File: src/hw/board_pkg.sv
package board_pkg;

    // ============================================================
    // Bus and data widths.
    // ============================================================

    typedef logic [31:0] word_t;
    typedef logic [31:0] addr_t;
    typedef logic [7:0]  irq_vector_t;
    typedef logic [15:0] gpio_t;
    typedef logic [1:0]  timer_index_t;

    // Size of a store on the store channel.
    typedef enum logic [1:0] {
        STORE_BYTE,
        STORE_HALF,
        STORE_WORD
    } store_width_t;

    // ============================================================
    // Memory map.
    // ============================================================

    // I/O window, everything below it is data memory.
    localparam addr_t IO_START = 32'h0000_4000;
    localparam addr_t IO_END   = 32'h0000_41FF;

    // Timer registers, selected by address bits 3 to 2.
    localparam timer_index_t TIMER_COUNTER = 2'd0;
    localparam timer_index_t TIMER_COMPARE = 2'd1;
    localparam timer_index_t TIMER_CONTROL = 2'd2;

    // Vector reported for the timer, above the sixteen pins.
    localparam irq_vector_t TIMER_IRQ_VECTOR = 8'd16;

endpackage : board_pkg

File: src/hw/bus_arbiter.sv
module bus_arbiter (
    input  logic                    clk_i,
    input  logic                    rst_n_i,

    input  logic                    store_request_i,
    input  board_pkg::addr_t        store_address_i,
    input  board_pkg::word_t        store_data_i,
    input  logic                    load_request_i,
    input  board_pkg::addr_t        load_address_i,

    input  board_pkg::word_t        mem_load_data_i,
    input  logic                    mem_load_valid_i,
    input  logic                    mem_store_done_i,
    input  board_pkg::word_t        timer_read_data_i,
    input  board_pkg::gpio_t        gpi_sync_i,
    input  board_pkg::gpio_t        gpo_state_i,

    output logic                    store_done_o,
    output board_pkg::word_t        load_data_o,
    output logic                    load_valid_o,
    output logic                    mem_load_request_o,
    output logic                    mem_store_request_o,
    output board_pkg::gpio_t        gpo_write_o,
    output logic                    gpo_data_o,
    output logic                    timer_write_o,
    output board_pkg::word_t        timer_write_data_o,
    output board_pkg::timer_index_t timer_write_index_o,
    output board_pkg::timer_index_t timer_read_index_o
);

    typedef enum logic {
        ARB_IDLE,
        ARB_WAIT_STORE
    } arb_state_t;

    arb_state_t state, state_next;
    logic       store_effective;
    logic       io_store_access;
    logic       io_load_access;
    logic       io_store_done;
    logic       io_load_valid;

    // ============================================================
    // Collision handling.
    // ============================================================

    always_ff @(posedge clk_i or negedge rst_n_i) begin
        if (!rst_n_i) begin
            state <= ARB_IDLE;
        end else begin
            state <= state_next;
        end
    end

    // The load wins a collision, the store is replayed next cycle.
    always_comb begin
        state_next      = ARB_IDLE;
        store_effective = store_request_i;
        case (state)
            ARB_IDLE: begin
                if (store_request_i && load_request_i) begin
                    state_next      = ARB_WAIT_STORE;
                    store_effective = 1'b0;
                end
            end
            ARB_WAIT_STORE: begin
                store_effective = 1'b1;
            end
        endcase
    end

    // ============================================================
    // Address decode and steering.
    // ============================================================

    assign io_store_access = (store_address_i >= board_pkg::IO_START) &&
                             (store_address_i <= board_pkg::IO_END);
    assign io_load_access  = (load_address_i >= board_pkg::IO_START) &&
                             (load_address_i <= board_pkg::IO_END);

    assign mem_store_request_o = store_effective && !io_store_access;
    assign mem_load_request_o  = load_request_i && !io_load_access;

    assign timer_write_data_o  = store_data_i;
    assign timer_write_index_o = store_address_i[3:2];
    assign timer_read_index_o  = load_address_i[3:2];
    assign gpo_data_o          = store_data_i[0];

    // Stores into the input window are accepted and dropped.
    always_comb begin
        gpo_write_o   = '0;
        timer_write_o = 1'b0;
        if (store_effective && io_store_access) begin
            if (store_address_i[8]) begin
                timer_write_o = 1'b1;
            end else if (!store_address_i[7]) begin
                gpo_write_o[store_address_i[5:2]] = 1'b1;
            end
        end
    end

    // I/O accesses answer one cycle after the request.
    always_ff @(posedge clk_i or negedge rst_n_i) begin
        if (!rst_n_i) begin
            io_store_done <= 1'b0;
            io_load_valid <= 1'b0;
        end else begin
            io_store_done <= store_effective && io_store_access;
            io_load_valid <= load_request_i && io_load_access;
        end
    end

    assign store_done_o = mem_store_done_i || io_store_done;
    assign load_valid_o = mem_load_valid_i || io_load_valid;

    // Read data follows the held load address.
    always_comb begin
        load_data_o = mem_load_data_i;
        if (io_load_access) begin
            if (load_address_i[8]) begin
                load_data_o = timer_read_data_i;
            end else if (load_address_i[7]) begin
                load_data_o = {31'b0, gpi_sync_i[load_address_i[5:2]]};
            end else begin
                load_data_o = {31'b0, gpo_state_i[load_address_i[5:2]]};
            end
        end
    end

    // Every done, from memory or I/O, answers a store issued the cycle before.
    done_follows_store : assert property (
        @(posedge clk_i) disable iff (!rst_n_i)
        store_done_o |-> $past(store_effective)
    );

endmodule : bus_arbiter

File: config.mk
export PLATFORM = sky130hd
export DESIGN_NAME = bus_arbiter
export DESIGN_NICKNAME = d
export VERILOG_FILES = /design/src/hw/board_pkg.sv /design/src/hw/bus_arbiter.sv
export SDC_FILE = /design/constraint.sdc
export NUM_CORES = 1
export LEC_CHECK = 0
export BUFFER_PORTS_ARGS = -buffer_cell sky130_fd_sc_hd__buf_2
export CAP_MARGIN = 10
export CORE_AREA = 2 2 112 114
export DETAILED_ROUTE_END_ITERATION = 10
export DIE_AREA = 0 0 114 116
export GPL_TIMING_DRIVEN = 0
export MAX_ROUTING_LAYER = met4
export SKIP_CTS_REPAIR_TIMING = 1
export SLEW_MARGIN = 20
export SYNTH_ARGS = -nofsm -noshare
export SYNTH_HDL_FRONTEND = slang
export SYNTH_SLANG_ARGS = --single-unit
File: constraint.sdc
create_clock -name clk_i -period 3.33 [get_ports clk_i]
set_clock_uncertainty 0.05 [all_clocks]
set_input_delay 0.333 -clock clk_i [delete_from_list [all_inputs] [get_ports clk_i]]
set_output_delay 0.333 -clock clk_i [all_outputs]
set_load 0.05 [all_outputs]
==> impl_metrics.yaml <==
critical_path:
  cp-start-kind: "input pin"
  arrival_ns: 2.14
  crit_type: "input pin to primary output"
  rr_endpoint: "io_store_done"
  end_kind: "primary output"
  cp_max_fo: 10
  required_ns: 2.95
  r2r_cells: 2
  r2r_slack_ns: 2.29
  r2r-start: "state"
placement:
  hpwl_um: 6951
  place.port_buffers: 243
  gp_congestion: 0.7621
  dp_cells: 627
die:
  core.rowCount: 40
  core-area_sq_mm: 0.01191
  die_y_um: 116
  fp.dieW_um: 114
  ios: 288
  start_util_pct: 13.40
  dieArea_sq_mm: 0.01322
sta:
  worst_pin_slew_ns: 0.6236
  rsz0062_at_grt: "no"
  slew_headroom_pct: 58.43
  fin_crit_sh_pct: 75.91
  fmax_mhz: 395.6
  whs_ns: 0.2862
  fin_crit_ns: 2.528
  tns_ns: 0
  drv_slew: 0
  hold_viol: 0
  setup_violations: 0
cells_and_area:
  final_cell_mix: "buf_2, buf_4, nand2_1"
  fin_util_pct: 25.90
  final_common_cell: "buf_2"
  fill_cells: 1372
  area_delta_synth_final_pct: 93.26
  nets: 684
  diodes: 0
  drive_above_1_share_pct: 62.68
  fin_cells: 632
global_routing:
  grt_pass1_wl_um: 11510
  grt_overflow: 0
  antenna_found_initial: 0
  grt_max_degree: 11
  grt_pass1_vias: 2412
  grt_use_total_pct: 11.14
power:
  peakVddDrop_mv: 0.1295
  p_per_area_mw_per_mm2: 212.3
  p_leak_nw: 1.616
  power_uw: 655.0
route:
  firstDrtPassIters: 4
  wirelength_um: 8090
  vias: 2732
  ant_nets: 0
  via_per_inst: 4.323
  drt_iter0_markers: 121
  drt-wirelength-per-cell_um: 12.80
  drc: 0
synthesis:
  async_reset_ff_share_pct: 100.0
  ys.warnings.count: 0
  netlist_area_sq_mm: 0.001597
  synth_cells: 237
  synth_edf_count: 0
  seq_area_frac_synth_pct: 4.702
  synth_cell_type_count: 38
  ys_ff_latch: 3
  syn_avg_cell_area_sq_um: 6.736
  synth_nets: 435
  ys.flop_type: "dfrtp_1"
clock_tree:
  cts_tree: "built"
  htreeDepth: 1
  clkTransAtPathRegs_ns: 0.03
  clock_latency_ns: 0.22
  cts_buffers: 3
  cts-root-buf: "clkbuf_16"
  clockBufferDepth: 2
  cts_sinks: 3
min_path:
  hold_class: "input pin to register"
  hp-start: "store_request_i"
  min_to: "state"
  hold_depth: 3
outcome:
  outcome: "complete, no violations"
flow_run:
  maxCapViolations: 0
-- synth_stat cells (4+ instances only) --
cell      instances  area share [%]
buf_4            37              17
nor4_1           24             9.4
buf_2             5             1.6
o31ai_1          31              15
nor2_1            6             1.4
mux2i_1           4             2.5
o21ai_0          31             9.7
nand2_1          36             8.5
mux4_2            6             8.5
clkbuf_1         13             3.1
-- where the power goes --
group | leakage, nW | internal (mW) | switching [mW]
clock network | 0.0382 | 0.158 | 0.0326
registers | 0.0411 | 0.0374 | 0.000329
logic | 1.54 | 0.163 | 0.264
-- worst max-delay path by stage --
stage	startpoint	end	cells past startpoint
after global routing	load_address_i[27]	load_data_o[26]	7
after global placement	load_address_i[27]	load_data_o[27]	7
after floorplan	store_address_i[12]	gpo_write_o[10]	5
after CTS	load_address_i[27]	load_data_o[26]	7
after detailed placement	load_address_i[27]	load_data_o[26]	7
final	load_address_i[27]	load_data_o[27]	7
-- area by class of cell --
class,instances,area (sq um),area share (%)
Clock buffer,4,78.83,2.555
Multi-Input combinational cell,170,1120,36.29
Sequential cell,3,75.07,2.433
Buffer,61,390.4,12.65
Tap cell,147,183.9,5.961
Timing Repair Buffer,244,1226,39.74
Inverter,3,11.26,0.3650
-- metrics by stage --
step                      instance area [sq um]  setup WS (ns)
after floorplan                            1597         0.2994
after global placement                     2997         0.7651
after detailed placement                   2997         0.7430
after CTS                                  3075         0.7413
after global routing                       3085         0.5491
final                                      3085         0.8021
-- kinds of logic after synthesis --
logic type             Yosys count  synth area share, %
DFF                              3                4.702
AOI/OAI and AO/OA               72                29.55
buffers and inverters           64                25.16
muxes                           10                10.97
and+or+nand+nor                 88                29.62
-- layer usage --
metal | global-route usage, % | share of wire, % | vias up | wire [um]
met2 | 20.32 | 53 | 169 | 4256
met4 | 2.033 | 0.66 | 0 | 53
met3 | 0.6276 | 7.4 | 6 | 602
li1 | - | - | 1350 | -
met5 | - | 0 | - | 0
met1 | 13.71 | 39 | 1207 | 3178
-- registers in the layout, summed over array words and instances (netlist names) --
register and flops:
state 1, io_store_done 1, io_load_valid 1
-- worst max-delay path: stages --
cell and delay [ns]:
buf_2 0.10, nor4_1 0.27, nand2_1 0.15, clkbuf_1 0.28, clkbuf_1 0.36, o31ai_1 0.33
buf_2 0.31
Power figures use the tool's default switching activity.
