--- config.mk ---
export PLATFORM = sky130hd
export DESIGN_NAME = mmio_timer
export DESIGN_NICKNAME = d
export VERILOG_FILES = /design/src/hw/board_pkg.sv /design/src/hw/mmio_timer.sv
export SDC_FILE = /design/constraint.sdc
export NUM_CORES = 1
export LEC_CHECK = 0
export BUFFER_PORTS_ARGS = -buffer_cell sky130_fd_sc_hd__buf_2
export CAP_MARGIN = 30
export CORE_ASPECT_RATIO = 1.4
export CORE_MARGIN = 4
export CORE_UTILIZATION = 60
export DETAILED_ROUTE_END_ITERATION = 8
export PLACE_DENSITY = 0.83
export SLEW_MARGIN = 40
export SYNTH_ARGS = -nofsm -noshare
export SYNTH_HDL_FRONTEND = slang
export SYNTH_SLANG_ARGS = --single-unit
--- constraint.sdc ---
create_clock -name clk_i -period 4.5 [get_ports clk_i]
set_clock_uncertainty 0.05 [all_clocks]
set_input_delay 0.675 -clock clk_i [delete_from_list [all_inputs] [get_ports clk_i]]
set_output_delay 0.675 -clock clk_i [all_outputs]
set_load 0.01 [all_outputs]
--- src/hw/board_pkg.sv ---
package board_pkg;

    // ============================================================
    // Bus and data widths.
    // ============================================================

    typedef logic [31:0] word_t;
    typedef logic [31:0] addr_t;
    typedef logic [7:0]  irq_vector_t;
    typedef logic [15:0] gpio_t;
    typedef logic [1:0]  timer_index_t;

    // Size of a store on the store channel.
    typedef enum logic [1:0] {
        STORE_BYTE,
        STORE_HALF,
        STORE_WORD
    } store_width_t;

    // ============================================================
    // Memory map.
    // ============================================================

    // I/O window, everything below it is data memory.
    localparam addr_t IO_START = 32'h0000_4000;
    localparam addr_t IO_END   = 32'h0000_41FF;

    // Timer registers, selected by address bits 3 to 2.
    localparam timer_index_t TIMER_COUNTER = 2'd0;
    localparam timer_index_t TIMER_COMPARE = 2'd1;
    localparam timer_index_t TIMER_CONTROL = 2'd2;

    // Vector reported for the timer, above the sixteen pins.
    localparam irq_vector_t TIMER_IRQ_VECTOR = 8'd16;

endpackage : board_pkg

--- src/hw/mmio_timer.sv ---
module mmio_timer (
    input  logic                    clk_i,
    input  logic                    rst_n_i,

    input  logic                    write_i,
    input  board_pkg::timer_index_t write_index_i,
    input  board_pkg::word_t        write_data_i,
    input  board_pkg::timer_index_t read_index_i,

    output board_pkg::word_t        read_data_o,
    output logic                    timer_irq_o
);

    board_pkg::word_t counter;
    board_pkg::word_t compare;
    board_pkg::word_t control;
    logic             enable;

    assign enable = control[0];

    // A register write overrides the count step in the same cycle.
    always_ff @(posedge clk_i or negedge rst_n_i) begin
        if (!rst_n_i) begin
            counter <= '0;
            compare <= '0;
            control <= '0;
        end else begin
            if (enable) begin
                counter <= counter + 1'b1;
            end
            if (write_i) begin
                case (write_index_i)
                    board_pkg::TIMER_COUNTER: counter <= write_data_i;
                    board_pkg::TIMER_COMPARE: compare <= write_data_i;
                    board_pkg::TIMER_CONTROL: control <= write_data_i;
                    default: ;
                endcase
            end
        end
    end

    // Index 3 is unused and reads as zero.
    always_comb begin
        case (read_index_i)
            board_pkg::TIMER_COUNTER: read_data_o = counter;
            board_pkg::TIMER_COMPARE: read_data_o = compare;
            board_pkg::TIMER_CONTROL: read_data_o = control;
            default:                  read_data_o = '0;
        endcase
    end

    // Level stays high until disabled or the compare moves past the count.
    assign timer_irq_o = enable && (counter >= compare);

endmodule : mmio_timer

==> key figures <==
Timing
  • TNS Setup: 0 ns
  • Worst slew margin: between 50 and 60%
  • Period utilization: a little over two thirds
  • Number of pins with negative max-slew slack in the final report: 0
  • Post-layout min period: around 3.2 ns
  • Final count of negative-setup-slack endpoints: 0
  • Maximum achievable frequency: approximately 0.31 GHz
  • Setup repair after global routing missed its margin: false
  • Final hold vios: 0
  • Worst slew pin tran: 0.722 ns

Place
  • Final Wtd Congestion: between 0.9 and 1
  • Cell count after placement: 736
  • Estimated wirelength of the detail-placed design: between 9000 and 10,000 um
  • Quantity of I/O buffers inserted on ports: around 70

CTS
  • Clk pin slew, worst setup/hold paths: about 0.06 ns
  • CTS tree: built
  • Number of buffers inserted by post-CTS setup repair: 0
  • Resized Gates After CTS: 0
  • Root Driver: sky130_fd_sc_hd__clkbuf_16
  • Total clock sinks: between 90 and 100
  • Cts bufs inserted: 9
  • H-tree level count: 3
  • Maximum count of clock buffers along a single path: 2
  • Source-to-sink clock delay at the later pin of the worst-skew pair: around 0.35 ns
  • Number of hold buffers added after cts: 0

Route
  • First-pass DRT Iterations: 4
  • Routed wire length: between 10,000 and 15,000 um
  • Number of vias after detailed routing: between 4,000 and 5,000
  • DRC: 0
  • Drt via density: a little over 6
  • Average detailed-routed wire length per instance: between 15 and 20 um
  • Starting DRT DRC Count: about 220
  • Detail Route Antenna Nets: 0

Setup path
  • Biggest fanout along the worst timing path: 7
  • Cell Chain, Critical Path: inv_1, ha_1, nand2b_1, a2111oi_0, o21ai_0, a21oi_1, o21ai_0, buf_2
  • Category of the worst setup path launch point: flop
  • CP peak stage delay: around 0.47 ns
  • Type of the setup path with the least slack: reg2out
  • Most prevalent standard cell on the critical path: sky130_fd_sc_hd__o21ai_0
  • Type of element capturing the critical path: output port
  • Worst path slowest cell: sky130_fd_sc_hd__dfrtp_1
  • Worst path arrival time: 2.45 ns
  • Crit path required time: around 3.8 ns

Power
  • Power consumption: around 0.0028 W
  • Standby leakage power: 3.09 nW
  • Switching component of the power: around 0.0009 W
  • Total internal power: roughly 0.0019 W
  • Peak ir drop on the vdd network: roughly 0.23 mV
  • Combinational cell fraction of total power: 26.5%
  • Power density normalized to cell area: about 430 nW/um^2
  • Part of the power in registers: 44.5%
  • Clock group share of total power: approximately 29%
  • Sw Share: approximately 32%

Synthesis
  • Total of warnings raised by yosys: 0
  • Post-synthesis async set-or-reset flop share: between 90% and 100%
  • Number of distinct library cell variants in the gate-level netlist after synthesis: 54
  • Sequential element share of the synthesized area: between 40% and 50%
  • Area of the mapped netlist: between 5000 and 6000 sq um
  • Post-synthesis area per instance: approximately 10 sq um
  • Net count of the mapped netlist: about 650
  • #FFs+latches synth: between 90 and 100
  • Synth Instances: roughly 580
  • Post-synth EDFFs: 0
  • Top FF cell, synth: sky130_fd_sc_hd__dfrtp_1

Cells and area
  • Most common cell after layout, fill and taps aside: sky130_fd_sc_hd__dfrtp_1
  • Number of nets in the layout: slightly above 700
  • Signed area change from the synthesized netlist to the final layout: 13.2%
  • Share of final-layout standard cells stronger than drive strength 1: approximately 27%
  • Antenna cells: 0
  • Final standard cell count with taps included and fillers excluded: between 700 and 800
  • Total of fill cells in the finished design: approximately 700
  • Leading cell types in the layout, fill and taps excluded: sky130_fd_sc_hd__dfrtp_1 (96), sky130_fd_sc_hd__nand2_1 (78), sky130_fd_sc_hd__buf_2 (70)
  • Area of the multi-input gates: 3080 sq um
  • Footprint of the flip-flops and latches: around 2400 sq um

Global route
  • Via count of the first global-routing pass: ~4,800
  • Pin count of the biggest net entering global routing: between 70 and 80
  • Initial antenna violation count: 0
  • GR Overflow Total: 0
  • Total routing resource utilization after global routing: about 26%
  • Global-route wire length before repair: about 23,000 um

Die
  • Floorplan row count: 42
  • DIE AREA: about 11,000 sq um
  • Core ar.: ~9400 sq um
  • Chip Height: approximately 120 um
  • Horizontal die dimension: around 91 um
  • Initial cell density of the core: around 60%
  • Top-level I/O count: 72

Run status
  • Result of the run: completed

Hold path
  • Hold WC Path Type: in2async

Flow run
  • Count of max-cap constraint violations: 0
## layout make-up
type,instances,share of cell area [%]
multi-input combinational,413,47.4
sequential,96,37.0
timing repair buffer,80,6.67
clock buffer,11,3.58
inverter,37,2.14
tap,110,2.12
clock inverter,4,1.08
## metrics by stage
| stage | hold slack [ns] | setup slack (ns) | cell area, sq um | utilization, % |
|---|---|---|---|---|
| after global routing | 0.360 | 1.15 | 6490 | 69.0 |
| after global placement | 0.436 | 1.63 | 6170 | 65.6 |
| after floorplan | 0.329 | 1.99 | 5740 | - |
| final | 0.281 | 1.32 | 6490 | 69.0 |
| after detailed placement | 0.445 | 1.63 | 6190 | 65.8 |
| after CTS | 0.330 | 1.34 | 6490 | 69.0 |
## metal layers
metal,share of wire [%],wire [um],up-vias,GRT usage (%)
met4,2.9,392,0,12.2
met3,4.1,553,30,2.66
met2,53,7190,141,46.4
li1,-,-,2176,-
met1,40,5370,2264,30.4
met5,0,0,-,0
## path summary, 6_finish.rpt
kind	endpoint	depth (start not counted)	slack, ns	start
worst max-delay path	timer_irq_o	8	1.32	counter[0]$_DFF_PN0_
worst min-delay path	control[5]$_DFFE_PN0P_	1	0.28	rst_n_i
worst max register to register	counter[28]$_DFF_PN0_	5	2.22	counter[4]$_DFF_PN0_
worst min register to register	control[22]$_DFFE_PN0P_	1	0.46	control[22]$_DFFE_PN0P_
max in group asynchronous	control[23]$_DFFE_PN0P_	2	3.27	rst_n_i
min in group clk_i	control[22]$_DFFE_PN0P_	1	0.46	control[22]$_DFFE_PN0P_
## logic make-up after synthesis
group                      Yosys count  synth area share (%)
AOI/OAI and AO/OA                   90                  9.22
xor gates and xnor gates            15                  2.29
adders and majority gates           33                  7.19
buffers and inverters               66                  4.60
DFF                                 96                  41.9
muxes                               98                  18.5
and+or+nand+nor                    177                  16.4
## Yosys cell counts, drive strengths merged (3+ instances only)
library cell	n	area, sq um
nor4	6	58.8
a211o	5	43.8
nor3	9	56.3
nand3	26	130
o211ai	3	22.5
ha	33	413
a21oi	14	70.1
inv	37	139
buf	9	48.8
xor2	5	43.8
xnor2	10	87.6
o21ai	51	255
or3	4	25.0
and2	5	32.5
a21o	3	22.5
mux2	64	721
nand4	15	124
nand2	79	299
nand2b	4	25.0
nor2	7	26.3
and3	10	65.1
dfrtp	96	2400
and4	5	45.0
clkbuf	20	76.3
mux2i	34	340
## flip-flops by register name, indices dropped and copies added, names as in the netlist
signal   cells
compare     32
control     32
counter     32
## critical path, delay by kind of cell, from the launching register on
family,cells,cell delay [ns]
flip-flops,1,0.47
adder cells (fa/ha/maj),1,0.28
AO/OA/AOI/OAI,4,0.99
buffers and inverters,2,0.24
AND/OR/NAND/NOR,1,0.14
## power groups by stage
| stage | sequential [W] | clock [W] | combinational (W) |
|---|---|---|---|
| floorplan | 0.00118 | 0 | 0.000535 |
| global route | 0.00127 | 0.000842 | 0.000839 |
| detailed placement | 0.00125 | 0 | 0.000732 |
| CTS | 0.00124 | 0.000810 | 0.000743 |
| finish | 0.00124 | 0.000805 | 0.000737 |
| global placement | 0.00123 | 0 | 0.000693 |
Power figures use the tool's default switching activity.
