File: src/hw/board_pkg.sv
package board_pkg;

    // ============================================================
    // Bus and data widths.
    // ============================================================

    typedef logic [31:0] word_t;
    typedef logic [31:0] addr_t;
    typedef logic [7:0]  irq_vector_t;
    typedef logic [15:0] gpio_t;
    typedef logic [1:0]  timer_index_t;

    // Size of a store on the store channel.
    typedef enum logic [1:0] {
        STORE_BYTE,
        STORE_HALF,
        STORE_WORD
    } store_width_t;

    // ============================================================
    // Memory map.
    // ============================================================

    // I/O window, everything below it is data memory.
    localparam addr_t IO_START = 32'h0000_4000;
    localparam addr_t IO_END   = 32'h0000_41FF;

    // Timer registers, selected by address bits 3 to 2.
    localparam timer_index_t TIMER_COUNTER = 2'd0;
    localparam timer_index_t TIMER_COMPARE = 2'd1;
    localparam timer_index_t TIMER_CONTROL = 2'd2;

    // Vector reported for the timer, above the sixteen pins.
    localparam irq_vector_t TIMER_IRQ_VECTOR = 8'd16;

endpackage : board_pkg

File: src/hw/interrupt_controller.sv
module interrupt_controller (
    input  logic                   clk_i,
    input  logic                   rst_n_i,

    input  board_pkg::gpio_t       gpi_sync_i,
    input  logic                   timer_irq_i,
    input  logic                   interrupt_ackn_i,

    output logic                   interrupt_o,
    output logic                   timer_interrupt_o,
    output board_pkg::irq_vector_t interrupt_vector_o
);

    board_pkg::gpio_t gpi_prev;
    board_pkg::gpio_t gpi_edge;
    board_pkg::gpio_t pending;
    logic             timer_prev;
    logic             timer_edge;
    logic             timer_pending;

    always_ff @(posedge clk_i or negedge rst_n_i) begin
        if (!rst_n_i) begin
            gpi_prev   <= '0;
            timer_prev <= 1'b0;
        end else begin
            gpi_prev   <= gpi_sync_i;
            timer_prev <= timer_irq_i;
        end
    end

    assign gpi_edge   = gpi_sync_i & ~gpi_prev;
    assign timer_edge = timer_irq_i && !timer_prev;

    // Acknowledge beats any edge arriving in the same cycle.
    always_ff @(posedge clk_i or negedge rst_n_i) begin
        if (!rst_n_i) begin
            pending       <= '0;
            timer_pending <= 1'b0;
        end else if (interrupt_ackn_i) begin
            pending       <= '0;
            timer_pending <= 1'b0;
        end else begin
            if (gpi_edge != '0) begin
                pending <= gpi_edge;
            end
            if (timer_edge) begin
                timer_pending <= 1'b1;
            end
        end
    end

    assign interrupt_o       = (pending != '0);
    assign timer_interrupt_o = timer_pending;

    // Timer first, then the highest pending pin.
    always_comb begin
        interrupt_vector_o = '0;
        if (timer_pending) begin
            interrupt_vector_o = board_pkg::TIMER_IRQ_VECTOR;
        end else begin
            for (int pin = 0; pin < 16; pin++) begin
                if (pending[pin]) begin
                    interrupt_vector_o = board_pkg::irq_vector_t'(pin);
                end
            end
        end
    end

    vector_in_range : assert property (
        @(posedge clk_i) disable iff (!rst_n_i)
        interrupt_vector_o <= board_pkg::TIMER_IRQ_VECTOR
    );

endmodule : interrupt_controller

File: config.mk
export PLATFORM = sky130hd
export DESIGN_NAME = interrupt_controller
export DESIGN_NICKNAME = d
export VERILOG_FILES = /design/src/hw/board_pkg.sv /design/src/hw/interrupt_controller.sv
export SDC_FILE = /design/constraint.sdc
export NUM_CORES = 1
export LEC_CHECK = 0
export ABC_CLOCK_PERIOD_IN_PS = 1400
export BUFFER_PORTS_ARGS = -buffer_cell sky130_fd_sc_hd__clkbuf_2
export CORE_MARGIN = 3
export CORE_UTILIZATION = 25
export DETAILED_ROUTE_END_ITERATION = 8
export GPL_ROUTABILITY_DRIVEN = 0
export GPL_TIMING_DRIVEN = 1
export PLACE_DENSITY = 0.48
export SYNTH_ARGS = -nofsm -noshare
export SYNTH_HDL_FRONTEND = slang
export SYNTH_SLANG_ARGS = --single-unit
File: constraint.sdc
create_clock -name clk_i -period 1.4 [get_ports clk_i]
set_input_delay 0.07 -clock clk_i [delete_from_list [all_inputs] [get_ports clk_i]]
set_output_delay 0.07 -clock clk_i [all_outputs]
set_load 0.01 [all_outputs]
==> metrics, run 1 <==
Worst Hold Path EP=gpi_prev[5]$_DFF_PN0_; sequential fraction of the synthesis area=58.0%; initial antenna violation count=0; fmax=0.621 GHz; post-route DRC violation count=0; WL final=3.33 mm; Clock Tree Buf Depth=2; crit path max fanout=2; R2R Path End=pending[3]$_DFFE_PN0P_; worst r2r src=gpi_prev[2]$_DFF_PN0_; P&R area growth vs syn=49.4%; failing checks=setup timing; clock skew=0.00783 ns; DP HPWL=2.33 mm; DRT iter0 DRCs=51; power consumption=2.13 mW; top-area cell type share of the netlist area=58.0%; Final setup violation count=5; multiplexer area fraction after synthesis=0%; Post-Synth XOR/XNOR Area=0%; post-route ant nets=0; grt ovf=0; most common cell in the synthesized netlist=dfrtp_1; DR vias/cell=4.40; ys flop type=dfrtp_1; layout cells sized above 1=40.0%; type of the tightest min-delay check=in -> reg; Critical Path RT=1.33 ns; synth top area cells=dfrtp_1, o2bb2ai_1, nor2b_1; Synth Instances=130; outcome=finished, violations left; Post-Syn Area=1470 µm²; fin nets=209; cells on worst reg2reg path=5; Yosys reg bits=34; LEAKAGE=0.959 nW; combinational family with the most area after synthesis=simple AND/OR/NAND/NOR gates; Yosys warnings=0; largest net degree at the start of global routing=35; first-pass GRT wire length=5.49 mm; Synth cell types=28; Worst Tran Pin Value=0.656 ns; port buffer count=26; period utilization=115%; Worst Hold Path Cells=1; syn avg cell area=11.3 µm²; EDFF count, synth=0; synth cell count leaders=dfrtp_1, nand2_1, nor2b_1, o2bb2ai_1, nor2_1; Vias=1152; Critical Path AT=1.54 ns; Clk pin slew, worst setup/hold paths=0.06 ns; CP Class=reg -> out; Final Max Tran Viols=0; Die Wd=82.6 µm; final worst slack=-0.210 ns; Max-cap violations=0; type of origin of the critical path=flip-flop; HP Start=gpi_sync_i[5]; post-synth top area cell=dfrtp_1; relative slew slack=56.2%; diodes inserted=0; CTS tree=built; gr usage total=10.8%; die height=82.6 µm; Final Hold Fails=0; initial core utilization=26.2%; reg2reg setup slack=0.10 ns; Clock Sinks=34; Worst Setup SP=pending[9]$_DFFE_PN0P_; WL/cell=12.7 µm; TritonCTS Buffers=5; Synth Area in Simple Gates=20.3%; asr flop ratio synth=100%; drt pass-1 iters=4; area of the die=6830 µm²; Final min period=1.61 ns; Setup Slack @ Placement=-0.166 ns; adder-cell share of the synthesized area=0%; core area=5610 µm²; Compound-Gate Fraction of Synth Area=16.1%; clock latency on the worst-skew pair=0.28 ns; number of global-route vias before repair=1181; number of cell rows=27; RSZ-0062 raised after global routing=yes; Max rail drop VDD=0.000512 V; Power Density=972 nW/µm²; Critical Path End Type=primary output; num ports=30; CTS H-tree depth=2; clock root buffer=clkbuf_8
## stage by stage
step / hold slack, ns / cell area (µm²) / cells / TNS [ns] / utilization, %
5_1_grt: 0.0343 / 2190 / 262 / -1.17 / 39.1
2_1_floorplan: -0.226 / 1480 / 132 / 0 / -
4_1_cts: 0.00769 / 2050 / 261 / -0.811 / 36.6
3_5_place_dp: 0.123 / 1700 / 230 / -0.174 / 30.4
3_3_place_gp: 0.113 / 1700 / 230 / -0.0211 / 30.4
6_report: 0.00656 / 2190 / 262 / -0.761 / 39.1
## final cells by class
cell class	instances	area (µm²)
fillers	565	3410
clock buffers	7	86.3
well taps	72	90.1
inverters	7	26.3
multi-input cells	83	693
repair buffers	58	442
flip-flops and latches	34	851
clock inverters	1	5.00
## flip-flops by register name, indices dropped and copies added, names as in the netlist
register           count
gpi_prev              16
timer_prev             1
pending               16
timer_interrupt_o      1
## layer usage
| metal | global-route usage (%) | wire (µm) |
|---|---|---|
| met1 | 13.7 | 1480 |
| met2 | 16.9 | 1640 |
| met3 | 2.82 | 138 |
| met4 | 5.88 | 64 |
| met5 | 0 | 0 |
## report_power, final
group	internal, mW	leakage [nW]	switching [mW]	total [mW]
Combinational	0.183	0.485	0.165	0.347
Clock	0.396	0.0482	0.328	0.724
Sequential	1.03	0.426	0.0319	1.06
Total	1.61	0.959	0.525	2.13
## cells by family after synthesis
logic type             Yosys count
flip-flops                      34
buffers and inverters           15
AND/OR/NAND/NOR                 53
AO/OA/AOI/OAI                   27
other                            1
## timing repair
| item | in CTS | in global routing |
|---|---|---|
| gates cloned | 0 | 1 |
| buffers inserted | 4 | 1 |
| endpoints found under the hold margin | 52 | 0 |
| pin swaps | 5 | 5 |
| resized for setup | 8 | 29 |
| setup endpoints to repair | 5 | 21 |
| hold buffers | 19 | 0 |
## placed cells by master (no fill, tap or decap), drive strengths merged
| cell type | count |
|---|---|
| a21oi | 4 |
| a2111oi | 1 |
| buf | 16 |
| and3 | 1 |
| clkbuf | 30 |
| or3 | 1 |
| inv | 7 |
| dlymetal6s4s | 1 |
| dlygate4sd3 | 18 |
| or2 | 1 |
| nor2b | 16 |
| dfrtp | 34 |
| nand4 | 2 |
| nor3 | 1 |
| a211oi | 1 |
| nand2b | 2 |
| nand2 | 15 |
| a221o | 1 |
| o22ai | 2 |
| nor2 | 9 |
| conb | 3 |
| a31oi | 1 |
| clkinv | 1 |
| o2bb2ai | 15 |
| nor4 | 5 |
| o31ai | 2 |
## critical path, cell delays in order, from the launching register on
cell and delay [ns]:
dfrtp_1 0.40, or2_4 0.28, nor3_4 0.14, and3_4 0.21, nand4_1 0.08, clkbuf_2 0.15
## worst max-delay path by stage
stage	end	slack, ns
after floorplan	pending[11]$_DFFE_PN0P_	0.09
after global placement	interrupt_vector_o[0]	-0.02
after detailed placement	interrupt_vector_o[0]	-0.17
after global routing	interrupt_o	-0.30
after CTS	interrupt_vector_o[0]	-0.23
final	interrupt_o	-0.21
(Power assumes the default switching activity.)
==> inputs of run 2 (changes only) <==
==> constraint.sdc (replaced) <==
create_clock -name clk_i -period 1.4 [get_ports clk_i]
set_input_delay 0 -clock clk_i [delete_from_list [all_inputs] [get_ports clk_i]]
set_output_delay 0 -clock clk_i [all_outputs]
set_load 0.01 [all_outputs]
==> run 2 against run 1 <==
Against the previous run: the flow still finishes with violations (setup timing); global-route usage fell by 0.22 points; cell count is 1.1% lower; routed wire length shrank 2.1%.
==> metrics, run 2 (synthesis results as in run 1) <==
post-route DRC violation count=0 (unchanged); Max rail drop VDD=0.000526 V (+2.7%); initial antenna violation count=0 (unchanged); LEAKAGE=0.937 nW (-2.4%); relative slew slack=56.3% (about the same); outcome=finished, violations left; Final Hold Fails=0 (unchanged); failing checks=setup timing; CTS H-tree depth=2 (unchanged); num ports=30 (unchanged); layout cells sized above 1=38.0% (-2.0 points); Critical Path RT=1.40 ns (+0.07 ns); DP HPWL=2.29 mm (-1.9%); Final setup violation count=5 (unchanged); gr usage total=10.6% (-0.22 points); P&R area growth vs syn=48.1%; Max-cap violations=0 (unchanged); CP Class=reg -> out; core area=5610 µm² (unchanged); biggest regs=gpi_prev (16), pending (16); most frequent cells in the layout=dfrtp_1, clkbuf_2, dlygate4sd3_1, nand2_1, nor2b_1; final worst slack=-0.172 ns (+0.0381 ns); Critical Path End Type=primary output; type of the tightest min-delay check=in -> reg; largest net degree at the start of global routing=35 (unchanged); TritonCTS Buffers=5 (unchanged); fin nets=206 (-1.4%); post-route ant nets=0 (unchanged); commonest non-fill, non-tap cell in the layout=dfrtp_1; area of the die=6830 µm² (unchanged); Final Max Tran Viols=0 (unchanged); RSZ-0062 raised after global routing=yes; Clock Sinks=34 (unchanged); die height=82.6 µm (unchanged); worst r2r src=gpi_prev[8]$_DFF_PN0_; number of global-route vias before repair=1170 (-0.93%); Final Instance Count excl. Fillers=259 (-1.1%); Die Wd=82.6 µm (unchanged); Worst Setup SP=pending[10]$_DFFE_PN0P_; first-pass GRT wire length=5.35 mm (-2.4%); Vias=1131 (-1.8%); CTS tree=built; Clock Tree Buf Depth=2 (unchanged); crit path max fanout=2 (unchanged); placed cells=227 (-1.3%); Critical Path AT=1.57 ns (+0.03 ns); period utilization=112% (-2.7 points); HP Start=gpi_sync_i[10]; grt ovf=0 (unchanged); type of origin of the critical path=flip-flop; fmax=0.636 GHz (+2.4%); Power Density=990 nW/µm² (+1.9%); clock skew=0.00820 ns (+0.000366 ns); port buffer count=26 (unchanged); number of cell rows=27 (unchanged); clock latency on the worst-skew pair=0.28 ns (about the same); initial core utilization=26.2% (unchanged); WL final=3.26 mm (-2.1%); WL/cell=12.6 µm (-0.97%); DR vias/cell=4.37 (-0.69%); Clk pin slew, worst setup/hold paths=0.07 ns (about the same); Final min period=1.57 ns (-0.0381 ns); drt pass-1 iters=4 (unchanged); diodes inserted=0 (unchanged); DRT iter0 DRCs=45 (-12%); Worst Tran Pin Value=0.655 ns (-0.000587 ns); clock root buffer=clkbuf_8; final setup TNS=-0.462 ns (+0.299 ns)
==> run 2: final cells by class <==
class / instances / area, µm²
Sequential cell: 34 / 851
Timing Repair Buffer: 55 / 410
Multi-Input combinational cell: 83 / 701
Clock inverter: 2 / 12.5
Tap cell: 72 / 90.1
Inverter: 7 / 26.3
Clock buffer: 6 / 82.6
Fill cell: 569 / 3430
==> run 2: repair_timing <==
action / in CTS / in global routing
endpoints found under the hold margin: 53 / 0
resized for setup: 6 / 28
endpoints found under the setup margin: 5 / 21
setup buffers: 4 / 1
pin swaps: 4 / 6
hold buffers: 19 / 0
cloned: 0 / 1
==> run 2: worst max-delay path: stages, from the launching register on <==
cell       delay, ns
dfrtp_1         0.42
a2111oi_4       0.39
nor2b_2         0.20
a221o_1         0.14
buf_2           0.13
==> run 2: worst paths after layout <==
path                                           end  slack [ns]  cells past startpoint
max                          interrupt_vector_o[0]       -0.17                      4
min                        pending[10]$_DFFE_PN0P_        0.09                      3
max reg2reg                 pending[5]$_DFFE_PN0P_        0.09                      5
min reg2reg                 pending[9]$_DFFE_PN0P_        0.52                      2
max in group asynchronous   pending[3]$_DFFE_PN0P_        0.82                      3
min in group asynchronous   gpi_prev[11]$_DFF_PN0_        0.27                      3
==> run 2: per-stage QoR <==
stage	power, mW	worst slack [ns]	hold WS [ns]	utilization (%)	area [µm²]
after floorplan	1.21	0.0930	-0.296	-	1480
after global routing	2.28	-0.238	0.0938	38.8	2170
after CTS	2.14	-0.156	0.0658	36.1	2030
final	2.15	-0.172	0.0874	38.8	2170
after detailed placement	1.32	-0.0455	0.0502	30.0	1680
after global placement	1.31	0.0555	0.0491	30.0	1680
==> run 2: power by group <==
part           leakage [nW]  total, mW  switching [mW]  internal, mW
logic                 0.463      0.345           0.164         0.181
registers             0.426       1.06          0.0323          1.03
clock network        0.0472      0.747           0.352         0.395
==> run 2: routing by layer <==
metal | share of wire, % | wire [µm] | track usage [%] | vias up
li1 | - | - | - | 565
met1 | 46 | 1510 | 14.0 | 533
met2 | 48 | 1560 | 15.5 | 29
met3 | 4.0 | 131 | 2.93 | 4
met4 | 2.1 | 68 | 6.37 | 0
met5 | 0 | 0 | 0 | -
==> inputs of run 3 (changes only) <==
Settings changed: MAX_ROUTING_LAYER set to met4, PLACE_DENSITY 0.48 to 0.53, SETUP_SLACK_MARGIN set to 0.02.
==> run 3 against run 2 <==
Against the previous run: the flow still finishes with violations (setup timing); via count rose by 0.62%; total power down 4.0%; flip-flop and latch count unchanged; sequential power about the same; hold slack better by 0.0018 ns; first-iteration DRC count is 47% higher; register-to-register slack worse by 0.02 ns; sequential share of layout area is 0.23 points higher; cell count decreased by 0.39%; largest power group unchanged.
==> metrics, run 3 (synthesis results as in run 1) <==
diodes inserted=0 (unchanged); largest net degree at the start of global routing=35 (unchanged); type of the tightest min-delay check=in -> reg; Final Max Tran Viols=0 (unchanged); gr usage total=11.1% (+0.52 points); Die Wd=82.6 µm (unchanged); WL/cell=13.3 µm (+5.3%); Critical Path RT=1.40 ns (about the same); Worst Tran Pin Value=0.724 ns (+0.0692 ns); core area=5610 µm² (unchanged); biggest regs=gpi_prev (16), pending (16); FILL cells=574 (+0.88%); Clk pin slew, worst setup/hold paths=0.06 ns (about the same); fin nets=206 (unchanged); grt ovf=0 (unchanged); Final Hold Fails=0 (unchanged); Vias=1138 (+0.62%); cells on worst reg2reg path=5 (unchanged); die height=82.6 µm (unchanged); number of cell rows=27 (unchanged); number of global-route vias before repair=1138 (-2.7%); Critical Path Slowest Stage Cell=dfrtp_1; crit-path cells=nor2_1 > o31ai_2 > a211oi_1 > o22ai_1 > clkbuf_2; Max rail drop VDD=0.000506 V (-3.7%); DP HPWL=2.29 mm (+0.37%); LEAKAGE=0.935 nW (-0.17%); Critical Path AT=1.51 ns (-0.06 ns); Critical Path End=interrupt_vector_o[1]; port buffer count=26 (unchanged); crit path max fanout=4 (+2); Critical Path End Type=primary output; Power Density=955 nW/µm² (-3.5%); final worst slack=-0.110 ns (+0.0614 ns); worst r2r src=gpi_prev[10]$_DFF_PN0_; multi-input logic area=707 µm² (+0.89%); Worst Setup SP=pending[7]$_DFFE_PN0P_; relative slew slack=51.7% (-4.6 points); Clock Tree Buf Depth=2 (unchanged); WL final=3.42 mm (+4.8%); initial core utilization=26.2% (unchanged); R2R Path End=pending[7]$_DFFE_PN0P_; outcome=finished, violations left; Setup Slack @ Placement=0.0458 ns (+0.0913 ns); DR vias/cell=4.41 (+1.0%); post-route ant nets=0 (unchanged); initial antenna violation count=0 (unchanged); register area=851 µm² (unchanged); clock root buffer=clkbuf_8; first-pass GRT wire length=5.56 mm (+3.9%); layout cells sized above 1=36.6% (-1.4 points); Final min period=1.51 ns (-0.0614 ns); period utilization=108% (-4.4 points); drt pass-1 iters=4 (unchanged); area of the die=6830 µm² (unchanged); most frequent cells in the layout=dfrtp_1, clkbuf_2, dlygate4sd3_1, nand2_1, buf_4; power consumption=2.06 mW (-4.0%); RSZ-0062 raised after global routing=yes; CTS H-tree depth=2 (unchanged); CP Class=reg -> out; commonest non-fill, non-tap cell in the layout=dfrtp_1; Max-cap violations=0 (unchanged); max incr delay on CP=0.44 ns (+0.02 ns); DRT iter0 DRCs=66 (+47%); P&R area growth vs syn=47.2%; num ports=30 (unchanged); failing checks=setup timing; clock latency on the worst-skew pair=0.28 ns (about the same); TritonCTS Buffers=5 (unchanged); post-route DRC violation count=0 (unchanged); CTS tree=built; Clock Sinks=34 (unchanged); type of origin of the critical path=flip-flop; reg2reg setup slack=0.07 ns (-0.02 ns); fmax=0.662 GHz (+4.1%); Final setup violation count=5 (unchanged); clock skew=0.00358 ns (-0.00462 ns)
==> run 3: critical path, delay by kind of cell, from the launching register on <==
kind	cells	cell delay, ns
and+or+nand+nor	1	0.19
AOI/OAI and AO/OA	3	0.47
buffers and inverters	1	0.14
DFF	1	0.44
==> run 3: layer usage <==
| metal | global-route usage [%] | routed length (µm) | vias up |
|---|---|---|---|
| li1 | - | - | 554 |
| met1 | 15.3 | 1660 | 547 |
| met2 | 15.5 | 1510 | 34 |
| met3 | 3.90 | 201 | 3 |
| met4 | 2.94 | 39 | 0 |
| met5 | - | 0 | - |
==> run 3: area by class of cell <==
cell class / count / area share (%)
sequential: 34 / 39.4
multi-input combinational: 83 / 32.7
timing repair buffer: 55 / 19.0
tap: 72 / 4.17
clock buffer: 7 / 3.53
inverter: 7 / 1.22
==> run 3: how the worst min path moves through the flow <==
stage,from,endpoint,slack (ns),depth (start not counted)
floorplan,rst_n_i,gpi_prev[0]$_DFF_PN0_,-0.30,0
global placement,rst_n_i,gpi_prev[9]$_DFF_PN0_,0.06,2
detailed placement,rst_n_i,gpi_prev[6]$_DFF_PN0_,0.06,2
CTS,gpi_sync_i[3],pending[3]$_DFFE_PN0P_,0.07,3
global route,gpi_sync_i[10],pending[10]$_DFFE_PN0P_,0.08,3
finish,gpi_sync_i[10],pending[10]$_DFFE_PN0P_,0.09,3
==> run 3: per-stage QoR <==
stage	hold WS [ns]	instances	utilization [%]	setup TNS [ns]	area (µm²)
2_1_floorplan	-0.296	132	-	0	1480
3_3_place_gp	0.0570	230	30.4	0	1700
5_1_grt	0.0761	258	38.5	-0.808	2160
3_5_place_dp	0.0573	230	30.4	0	1700
6_report	0.0892	258	38.5	-0.343	2160
4_1_cts	0.0679	259	36.1	-0.403	2020
==> run 3: where the power goes <==
part	internal (mW)	switching, mW
combinational	0.178	0.171
clock	0.342	0.314
sequential	1.03	0.0311
total	1.55	0.516
==> run 3: repair_timing <==
action                                  4_1_cts  5_1_grt
resized for setup                             7       25
cloned                                        0        1
pin swaps                                     4        5
buffers inserted                              3        2
endpoints found under the hold margin        53        0
hold buffers                                 19        0
endpoints found under the setup margin        5       21
