[config.mk]
export PLATFORM = sky130hd
export DESIGN_NAME = gpio_ports
export DESIGN_NICKNAME = d
export VERILOG_FILES = /design/src/hw/board_pkg.sv /design/src/hw/gpio_ports.sv
export SDC_FILE = /design/constraint.sdc
export NUM_CORES = 1
export LEC_CHECK = 0
export BUFFER_PORTS_ARGS = -buffer_cell sky130_fd_sc_hd__buf_2
export CAP_MARGIN = 20
export CORE_MARGIN = 3
export CORE_UTILIZATION = 39
export CTS_BUF_LIST = sky130_fd_sc_hd__clkbuf_4 sky130_fd_sc_hd__clkbuf_8
export DETAILED_ROUTE_END_ITERATION = 6
export PLACE_DENSITY = 0.69
export SLEW_MARGIN = 20
export SYNTH_ARGS = -nofsm -noshare
export SYNTH_HDL_FRONTEND = slang
export SYNTH_SLANG_ARGS = --single-unit
export TNS_END_PERCENT = 5
[constraint.sdc]
create_clock -name clk_i -period 1.1 [get_ports clk_i]
set_clock_uncertainty 0.2 [all_clocks]
set_input_delay 0.22 -clock clk_i [delete_from_list [all_inputs] [get_ports clk_i]]
set_output_delay 0.22 -clock clk_i [all_outputs]
set_load 0.01 [all_outputs]
[src/hw/board_pkg.sv]
package board_pkg;

    // ============================================================
    // Bus and data widths.
    // ============================================================

    typedef logic [31:0] word_t;
    typedef logic [31:0] addr_t;
    typedef logic [7:0]  irq_vector_t;
    typedef logic [15:0] gpio_t;
    typedef logic [1:0]  timer_index_t;

    // Size of a store on the store channel.
    typedef enum logic [1:0] {
        STORE_BYTE,
        STORE_HALF,
        STORE_WORD
    } store_width_t;

    // ============================================================
    // Memory map.
    // ============================================================

    // I/O window, everything below it is data memory.
    localparam addr_t IO_START = 32'h0000_4000;
    localparam addr_t IO_END   = 32'h0000_41FF;

    // Timer registers, selected by address bits 3 to 2.
    localparam timer_index_t TIMER_COUNTER = 2'd0;
    localparam timer_index_t TIMER_COMPARE = 2'd1;
    localparam timer_index_t TIMER_CONTROL = 2'd2;

    // Vector reported for the timer, above the sixteen pins.
    localparam irq_vector_t TIMER_IRQ_VECTOR = 8'd16;

endpackage : board_pkg

[src/hw/gpio_ports.sv]
module gpio_ports (
    input  logic             clk_i,
    input  logic             rst_n_i,

    input  board_pkg::gpio_t digital_i,
    input  board_pkg::gpio_t gpo_write_i,
    input  logic             gpo_data_i,

    output board_pkg::gpio_t gpi_sync_o,
    output board_pkg::gpio_t digital_o
);

    board_pkg::gpio_t sync_stage;

    // Two flops per pin against metastability.
    always_ff @(posedge clk_i or negedge rst_n_i) begin
        if (!rst_n_i) begin
            sync_stage <= '0;
            gpi_sync_o <= '0;
        end else begin
            sync_stage <= digital_i;
            gpi_sync_o <= sync_stage;
        end
    end

    // Each output bit keeps its value until its own strobe.
    always_ff @(posedge clk_i or negedge rst_n_i) begin
        if (!rst_n_i) begin
            digital_o <= '0;
        end else begin
            for (int pin = 0; pin < 16; pin++) begin
                if (gpo_write_i[pin]) begin
                    digital_o[pin] <= gpo_data_i;
                end
            end
        end
    end

endmodule : gpio_ports

==> results.md, run 1 <==
- CTS Buffer Depth: 2
- Filler Cells Inserted: 256
- Pin count of the biggest net entering global routing: 49
- GRT overflow: 0
- Final slew viol count: 0
- Clk root buf: clkbuf_8
- Mapped Area: 1430 sq um
- Slew HR: 0.822
- Post-route ant nets: 0
- Initial core utilization: 0.415
- Final net count: 194
- First-pass GRT wire length: 4.10 mm
- Max Freq: 0.808 GHz
- Crit-path max FO: 2
- Drt initial violations: 28
- Flops & latches, synth: 48
- Status: finished with violations
- Cell taking the most area after synthesis: dfrtp_1
- DRC viols: 0
- PnR worst setup slack: -0.138 ns
- I/O pin total: 67
- Via/cell ratio: 4.17
- Top post-synthesis cells by area: dfrtp_1, mux2_4, mux2_2, buf_6
- Arrival @ worst endpoint: 0.82 ns
- Type of the tightest min-delay check: in2reg
- Slowest CP cell: dfrtp_1
- Pwr Density: 1590 nW/um^2
- Synth Flop Type: dfrtp_1
- Final Util: 0.619
- DIE WIDTH: 66.6 um
- FF+latch area: 1200 sq um
- Hold buffers post-CTS: 17
- Layout cell share with drive strength beyond 1: 0.594
- Cts bufs inserted: 5
- Fin crit period: 1.24 ns
- Worst skew pair latency: 0.29 ns
- RSZ-0062 raised after global routing: yes
- Vias in the first global route: 883
- DIE AREA: 4430 sq um
- WP buf/inv: 1
- Yosys warnings: 0
- Area added between synthesis and finish: 48.9%
- CTS tree: yes
- Crit-path cells: buf_2
- Startpoint types: flop
- Multi-input gate area: 218 sq um
- Max VDD drop: 1.25 mV
- Core ar.: 3440 sq um
- Crit path max-delay family: flip-flops
- Gpl congestion: 0.640
- Critical path class: reg2out
- Vias: 860
- Chip height: 66.6 um
- Final setup violation count: 32
- Final wirelength: 2.69 mm
- Syn nets: 100
- Drt wl/cell: 13.0 um
- Max-Cap Viols: 0
- Post-Syn Instances: 65
- GRT Resource Usage Total: 0.135
- Period utilization: 1.13
- IO buf count: 66
- Num Clock Sinks: 48
- Worst-path clk slew: 0.08 ns
- Initial antenna violation count: 0
- Final Power: 3.38 mW
- Pre-CTS WS: 0.0636 ns
- H-tree depth: 2
- Worst endpoint required time: 0.68 ns
- Post-synth EDFFs: 0
- Post-synth top cells: dfrtp_1, mux2_4, mux2_2
- Async set-reset flop share out of synthesis: 1.00
- Failing checks: hold timing, setup timing
- Leakage: 1.08 nW
- Setup crit end kind: primary output
- Top-area cell type share of the netlist area: 0.840
- N_diodes: 0
- Router iterations before antenna repair: 2
- Seq/Total Area, Yosys: 0.840
- Worst hold margin: -0.0242 ns
- Crit-path max cell delay: 0.39 ns
- Most common cell in the netlist: dfrtp_1
- Final hold vios: 15
- TNS Setup: -3.78 ns
- Cell Rows: 21
- Post-synthesis cell type count: 4
- Syn avg cell area: 22.0 sq um
- Worst Max-Slew Pin Slew: 0.267 ns
final timing paths:
check / from / end / slack (ns) / cells after the start
worst max-delay path: digital_o[9] / digital_o[9] / -0.14 / 1
worst min-delay path: gpo_write_i[14] / digital_o[14] / -0.02 / 2
worst max register to register: digital_o[9] / digital_o[9] / 0.02 / 2
worst min register to register: sync_stage[6] / gpi_sync_o[6] / 0.15 / 0
max in group asynchronous: rst_n_i / gpi_sync_o[7] / 0.27 / 3
min in group asynchronous: rst_n_i / digital_o[10] / 0.24 / 3
layer usage:
layer | wire (um) | vias up | GRT usage
li1 | - | 404 | -
met1 | 959 | 417 | 0.136
met2 | 1510 | 37 | 0.240
met3 | 183 | 2 | 0.0556
met4 | 35 | 0 | 0.0609
met5 | 0 | - | 0
kinds of logic (layout without fill, tap and decap cells):
family,after synthesis,after routing,share of synthesized area
DFF,48,48,0.840
muxes,16,16,0.152
buffers and inverters,1,96,0.00787
state kept, by name (all words and copies together), names as in the netlist:
signal      cells
sync_stage     16
gpi_sync_o     16
digital_o      16
report_power, final:
part           internal (mW)  switching (mW)
Sequential              1.88          0.0437
Clock                  0.513           0.531
Combinational          0.241           0.171
timing repair:
item / CTS / global route
setup endpoints to repair: 32 / 32
gates resized for setup: 0 / 1
buffers inserted: 2 / 2
endpoints found under the hold margin: 80 / 16
layout by cell type, fill, tap and decap left out:
| master | synthesis | layout |
|---|---|---|
| clkinv_2 | 0 | 1 |
| dlygate4sd3_1 | 0 | 17 |
| buf_12 | 0 | 1 |
| buf_2 | 0 | 65 |
| buf_6 | 1 | 1 |
| mux2_4 | 10 | 10 |
| buf_4 | 0 | 4 |
| inv_6 | 0 | 1 |
| dfrtp_1 | 48 | 48 |
| clkbuf_8 | 0 | 6 |
| mux2_2 | 6 | 6 |
metrics by stage:
step | instance area (sq um) | std cells | hold slack (ns)
global placement | 1830 | 177 | 0.0122
global route | 2130 | 206 | -0.0336
finish | 2130 | 206 | -0.0242
detailed placement | 1830 | 177 | 0.0218
floorplan | 1430 | 65 | -0.276
CTS | 2110 | 204 | -0.0363
cell type report:
type / instances / share of cell area
clock inverter: 2 / 0.00646
sequential: 48 / 0.564
clock buffer: 6 / 0.0388
multi-input combinational: 16 / 0.102
timing repair buffer: 88 / 0.261
tap: 46 / 0.0270
Power figures use the tool's default switching activity.
==> inputs of run 2 (changes only) <==
--- a/config.mk
+++ b/config.mk
@@ -7,9 +7,8 @@
 export LEC_CHECK = 0
 export BUFFER_PORTS_ARGS = -buffer_cell sky130_fd_sc_hd__buf_2
 export CAP_MARGIN = 20
-export CORE_MARGIN = 3
+export CORE_MARGIN = 2
 export CORE_UTILIZATION = 39
-export CTS_BUF_LIST = sky130_fd_sc_hd__clkbuf_4 sky130_fd_sc_hd__clkbuf_8
 export DETAILED_ROUTE_END_ITERATION = 6
 export PLACE_DENSITY = 0.69
 export SLEW_MARGIN = 20
==> constraint.sdc (replaced) <==
create_clock -name clk_i -period 1.1 [get_ports clk_i]
set_clock_uncertainty 0.2 [all_clocks]
set_input_delay 0.22 -clock clk_i [delete_from_list [all_inputs] [get_ports clk_i]]
set_output_delay 0.22 -clock clk_i [all_outputs]
set_load 0.1 [all_outputs]
==> run 2 against run 1 <==
The flow still finishes with violations (hold timing, setup timing). Sequential share of layout area fell by 11 points. Wire length rose by 17%. Via count rose by 6.4%. Final cell count increased by 3.4%. Largest power group unchanged. Count of clock-buffer cells in the layout grew 1. Non-clock buffer count increased by 7. Largest cell class unchanged.
==> results.md, run 2 (synthesis results as in run 1) <==
- Startpoint types: flop
- WP buf/inv: 1 (unchanged)
- Pre-CTS WS: 0.0327 ns (-0.0309 ns)
- Worst Max-Slew Pin Slew: 0.278 ns (+0.0106 ns)
- Arrival @ worst endpoint: 1.03 ns (+0.21 ns)
- Area added between synthesis and finish: 87.0%
- Drt initial violations: 29 (+3.6%)
- Final hold vios: 5 (-10)
- PostCTS Resize Cnt: 0 (unchanged)
- Worst skew pair latency: 0.34 ns (+0.05 ns)
- Post-CTS setup buffer count: 0 (-2)
- Gpl congestion: 0.640 (about the same)
- Worst hold margin: -0.0855 ns (-0.0612 ns)
- CTS tree: yes
- PnR worst setup slack: -0.350 ns (-0.212 ns)
- Clk root buf: clkbuf_4
- GRT overflow: 0 (unchanged)
- Max-Cap Viols: 0 (unchanged)
- DIE WIDTH: 64.6 um (-3.0%)
- Core ar.: 3420 sq um (-0.76%)
- Final Power: 4.15 mW (+23%)
- TNS Setup: -8.97 ns (-5.19 ns)
- Slowest CP cell: dfrtp_4
- Drt wl/cell: 14.8 um (+13%)
- Period utilization: 1.32 (+0.193)
- Final wirelength: 3.14 mm (+17%)
- Worst endpoint required time: 0.68 ns (about the same)
- Num Clock Sinks: 48 (unchanged)
- Crit-path max cell delay: 0.51 ns (+0.12 ns)
- Via/cell ratio: 4.30 (+2.9%)
- Pin count of the biggest net entering global routing: 49 (unchanged)
- Post-route ant nets: 0 (unchanged)
- Status: finished with violations
- H-tree depth: 2 (unchanged)
- Design Area, Final: 2670 sq um (+26%)
- Final net count: 201 (+3.6%)
- Type of the tightest min-delay check: in2reg
- CTS Buffer Depth: 2 (unchanged)
- Cts bufs inserted: 5 (unchanged)
- Initial antenna violation count: 0 (unchanged)
- Crit-path max FO: 2 (unchanged)
- Leakage: 1.24 nW (+15%)
- Final setup violation count: 43 (+34%)
- Initial core utilization: 0.419 (+0.00320)
- RSZ-0062 raised after global routing: yes
- Largest registers: digital_o: 16 flops, gpi_sync_o: 16 flops, sync_stage: 16 flops
- Vias: 915 (+6.4%)
- HPWL after DPL: 2.03 mm
- Worst-path clk slew: 0.12 ns (+0.04 ns)
- Filler Cells Inserted: 202 (-21%)
- N_diodes: 0 (unchanged)
- Cell Rows: 21 (unchanged)
- Max Freq: 0.690 GHz (-15%)
- Fin crit period: 1.45 ns (+0.212 ns)
- Failing checks: hold timing, setup timing
- Slew HR: 0.815 (-0.00707)
- Setup crit end kind: primary output
- Final slew viol count: 0 (unchanged)
- Layout cell share with drive strength beyond 1: 0.641 (+0.0470)
- GRT Resource Usage Total: 0.161 (+0.0264)
- Most common cell after layout, fill and taps aside: buf_2
- FF+latch area: 1220 sq um (+2.0%)
- Crit path max-delay family: flip-flops
- Max VDD drop: 1.07 mV (-15%)
- Vias in the first global route: 996 (+13%)
- I/O pin total: 67 (unchanged)
- First-pass GRT wire length: 4.87 mm (+19%)
- Critical path class: reg2out
- Router iterations before antenna repair: 2 (unchanged)
- IO buf count: 66 (unchanged)
- DIE AREA: 4170 sq um (-5.9%)
- Crit-path cells: buf_12
- Pwr Density: 1550 nW/um^2 (-2.3%)
- DRC viols: 0 (unchanged)
- Most frequent cells in the layout: buf_2, buf_12, dfrtp_1
- DP Area: 2330 sq um (+28%)
- Chip height: 64.6 um (-3.0%)
- Multi-input gate area: 218 sq um (unchanged)
-- run 2: cell types whose count changed in the layout (fill, tap and decap cells not counted), sizes merged --
cell	previous run	this run
buf	71	67
clkbuf	6	7
clkinv	1	0
clkinvlp	0	1
dlygate4sd3	17	28
inv	1	0
-- run 2: repair_timing --
item,in CTS,in global routing
setup endpoints to repair,32,32
endpoints found under the hold margin,80,16
cloned,0,0
hold buffers,17,11
-- run 2: metrics by stage --
step                utilization  std cells  hold WS [ns]
finish                    0.783        213       -0.0855
global route              0.783        213        -0.103
CTS                       0.751        202       -0.0949
detailed placement        0.682        177        0.0286
global placement          0.682        177        0.0145
floorplan                     -         65        -0.276
-- run 2: cell type report --
class	count	share of cell area
Clock buffer	7	0.0206
Multi-Input combinational cell	16	0.0814
Clock inverter	1	0.00281
Tap cell	46	0.0215
Sequential cell	48	0.458
Timing Repair Buffer	95	0.416
-- run 2: report_power, final --
group | switching, mW | total, mW | internal, mW
logic | 0.807 | 1.34 | 0.531
registers | 0.0993 | 2.00 | 1.90
clock network | 0.500 | 0.814 | 0.313
total | 1.41 | 4.15 | 2.74
-- run 2: per-layer routing --
metal,track usage,vias up,share of wire
met5,0,-,0
met4,0.0479,0,0.0054
met3,0.0764,3,0.094
met2,0.294,48,0.57
met1,0.163,452,0.33
li1,-,412,-
-- run 2: final timing paths --
path,to,slack (ns),startpoint,cells after the start
min in group asynchronous,digital_o[9],0.19,rst_n_i,3
hold reg to reg,gpi_sync_o[6],0.16,sync_stage[6],0
setup / recovery,digital_o[1],-0.35,digital_o[1],1
setup reg to reg,digital_o[1],0.01,digital_o[1],1
max in group asynchronous,digital_o[13],0.28,rst_n_i,3
hold / removal,digital_o[11],-0.09,gpo_write_i[11],2
==> inputs of run 3 (changes only) <==
--- a/config.mk
+++ b/config.mk
@@ -11,6 +11,7 @@
 export CORE_UTILIZATION = 39
 export DETAILED_ROUTE_END_ITERATION = 6
 export PLACE_DENSITY = 0.69
+export RECOVER_POWER = 25
 export SLEW_MARGIN = 20
 export SYNTH_ARGS = -nofsm -noshare
 export SYNTH_HDL_FRONTEND = slang
==> constraint.sdc (replaced) <==
create_clock -name clk_i -period 1.4 [get_ports clk_i]
set_clock_uncertainty 0.2 [all_clocks]
set_input_delay 0.28 -clock clk_i [delete_from_list [all_inputs] [get_ports clk_i]]
set_output_delay 0.28 -clock clk_i [all_outputs]
set_load 0.1 [all_outputs]
==> run 3 against run 2 <==
The flow finishes with violations (setup timing). Combinational power down 21%. Count of clock-buffer cells in the layout down 1. Sequential cell count unchanged. Design area up 1.1%. Global-route usage down 0.099 points. Wire length down 3.1%. Non-clock buffer count up 5. Final cell count up 2.3%. Critical path type unchanged. Highest routed layer is now met3.
==> results.md, run 3 (synthesis results as in run 1) <==
- Worst Max-Slew Pin Slew: 0.626 ns (+0.349 ns)
- Gpl congestion: 0.656 (+2.5%)
- Max-Cap Viols: 0 (unchanged)
- Startpoint of the worst setup timing path: digital_o[2]
- Worst endpoint required time: 0.92 ns (+0.24 ns)
- Final setup violation count: 31 (-28%)
- DRC viols: 0 (unchanged)
- Pre-CTS WS: 0.304 ns (+0.272 ns)
- Failing checks: setup timing
- Crit path capture: digital_o[2]
- Final hold vios: 0 (-5)
- Final Power: 3.27 mW (-21%)
- Post-route ant nets: 0 (unchanged)
- Most common cell after layout, fill and taps aside: dfrtp_1
- Fin crit period: 1.44 ns
- Crit-path max FO: 2 (unchanged)
- Vias in the first global route: 1,047 (+5.1%)
- Initial antenna violation count: 0 (unchanged)
- Max VDD drop: 0.887 mV (-17%)
- Final net count: 206 (+2.5%)
- GRT Resource Usage Total: 0.160 (-0.000990)
- Crit-path max cell delay: 0.44 ns (-0.07 ns)
- DP Area: 2310 sq um (-0.97%)
- FF-to-FF Start: digital_o[11]
- Final wirelength: 3.05 mm (-3.1%)
- Vias: 911 (-0.44%)
- Initial core utilization: 0.419 (unchanged)
- Critical path class: reg2out
- Final slew viol count: 0 (unchanged)
- Type of the tightest min-delay check: reg2reg
- TNS Setup: -0.623 ns (+8.35 ns)
- Max Freq: 0.695 GHz
- Most frequent cells in the layout: dfrtp_1, dlygate4sd3_1, buf_2, buf_12, mux2_4
- IO buf count: 66 (unchanged)
- Num Clock Sinks: 48 (unchanged)
- Status: finished with violations
- Slew HR: 0.582 (-0.232)
- Clk root buf: clkbuf_4
- Pin count of the biggest net entering global routing: 40 (-18%)
- I/O pin total: 67 (unchanged)
- Startpoint types: flop
- Worst hold margin: 0.169 ns (+0.254 ns)
- Via/cell ratio: 4.18 (-2.7%)
- Cell Rows: 21 (unchanged)
- Drt initial violations: 29 (unchanged)
- First-pass GRT wire length: 4.96 mm (+1.8%)
- R2R Path End: digital_o[11]
- Setup crit end kind: primary output
- Worst skew pair latency: 0.33 ns (about the same)
- WP buf/inv: 1 (unchanged)
- Reg2Reg Depth: 1 (unchanged)
- N_diodes: 0 (unchanged)
- Cts bufs inserted: 5 (unchanged)
- Router iterations before antenna repair: 2 (unchanged)
- CTS Buffer Depth: 2 (unchanged)
- Crit-path cells: buf_12
- Arrival @ worst endpoint: 0.96 ns (-0.07 ns)
- CTS tree: yes
- Leakage: 1.27 nW (+2.7%)
- Period utilization: 1.03
- Slowest CP cell: dfrtp_1
- Post-CTS setup buffer count: 0 (unchanged)
- PnR worst setup slack: -0.0382 ns (+0.312 ns)
- Area added between synthesis and finish: 89.1%
- Chip height: 64.6 um (unchanged)
- Worst-path clk slew: 0.13 ns (about the same)
- Pwr Density: 1210 nW/um^2 (-22%)
- DIE WIDTH: 64.6 um (unchanged)
- Crit path max-delay family: flip-flops
- H-tree depth: 2 (unchanged)
- Drt wl/cell: 14.0 um (-5.3%)
- DIE AREA: 4170 sq um (unchanged)
- FF-to-FF setup slack: 0.38 ns (+0.37 ns)
- Largest registers: digital_o: 16 flops, gpi_sync_o: 16 flops, sync_stage: 16 flops
- Design Area, Final: 2700 sq um (+1.1%)
- Core ar.: 3420 sq um (unchanged)
- Critical path depth: 1 (unchanged)
- RSZ-0062 raised after global routing: yes
- GRT overflow: 0 (unchanged)
- Layout cell share with drive strength beyond 1: 0.529 (-0.112)
run 3: cell types whose count changed in the layout (fill, tap and decap cells not counted):
cell / previous run / this run
buf_2: 34 / 33
clkinvlp_4: 1 / 2
dfrtp_1: 31 / 47
dfrtp_2: 16 / 1
dfrtp_4: 1 / 0
dlygate4sd3_1: 28 / 33
run 3: metal layers:
metal / wire length [um] / vias up / GRT usage / part of all wire
met4: 0 / 0 / 0.0399 / 0
li1: - / 425 / - / -
met1: 1180 / 439 / 0.178 / 0.39
met3: 313 / 0 / 0.0729 / 0.10
met5: 0 / - / 0 / 0
met2: 1550 / 47 / 0.281 / 0.51
run 3: cell type report:
class	instances	area [sq um]
Clock buffer	6	51.3
Clock inverter	2	15.0
Fill cell	206	712
Multi-Input combinational cell	16	218
Sequential cell	48	1200
Tap cell	46	57.6
Timing Repair Buffer	100	1160
run 3: how the worst min path moves through the flow:
stage | cells past startpoint | start | endpoint
final | 0 | sync_stage[9] | gpi_sync_o[9]
after global routing | 0 | sync_stage[4] | gpi_sync_o[4]
after CTS | 2 | rst_n_i | digital_o[14]
after detailed placement | 1 | rst_n_i | digital_o[14]
after global placement | 1 | rst_n_i | digital_o[10]
after floorplan | 0 | rst_n_i | digital_o[0]
run 3: stage by stage:
step                 util  instances
finish              0.792        218
global route        0.792        218
CTS                 0.792        218
detailed placement  0.676        177
global placement    0.676        177
floorplan               -         65
run 3: report_power, final:
group / switching [mW] / leakage [nW] / internal, mW
Clock: 0.408 / 0.0305 / 0.244
Combinational: 0.635 / 0.684 / 0.424
Sequential: 0.0795 / 0.559 / 1.48
run 3: repair_timing:
item | in CTS | in global routing
gates resized for setup | 0 | 0
hold endpoints to repair | 80 | 0
setup endpoints to repair | 32 | 32
hold buffers | 33 | 0
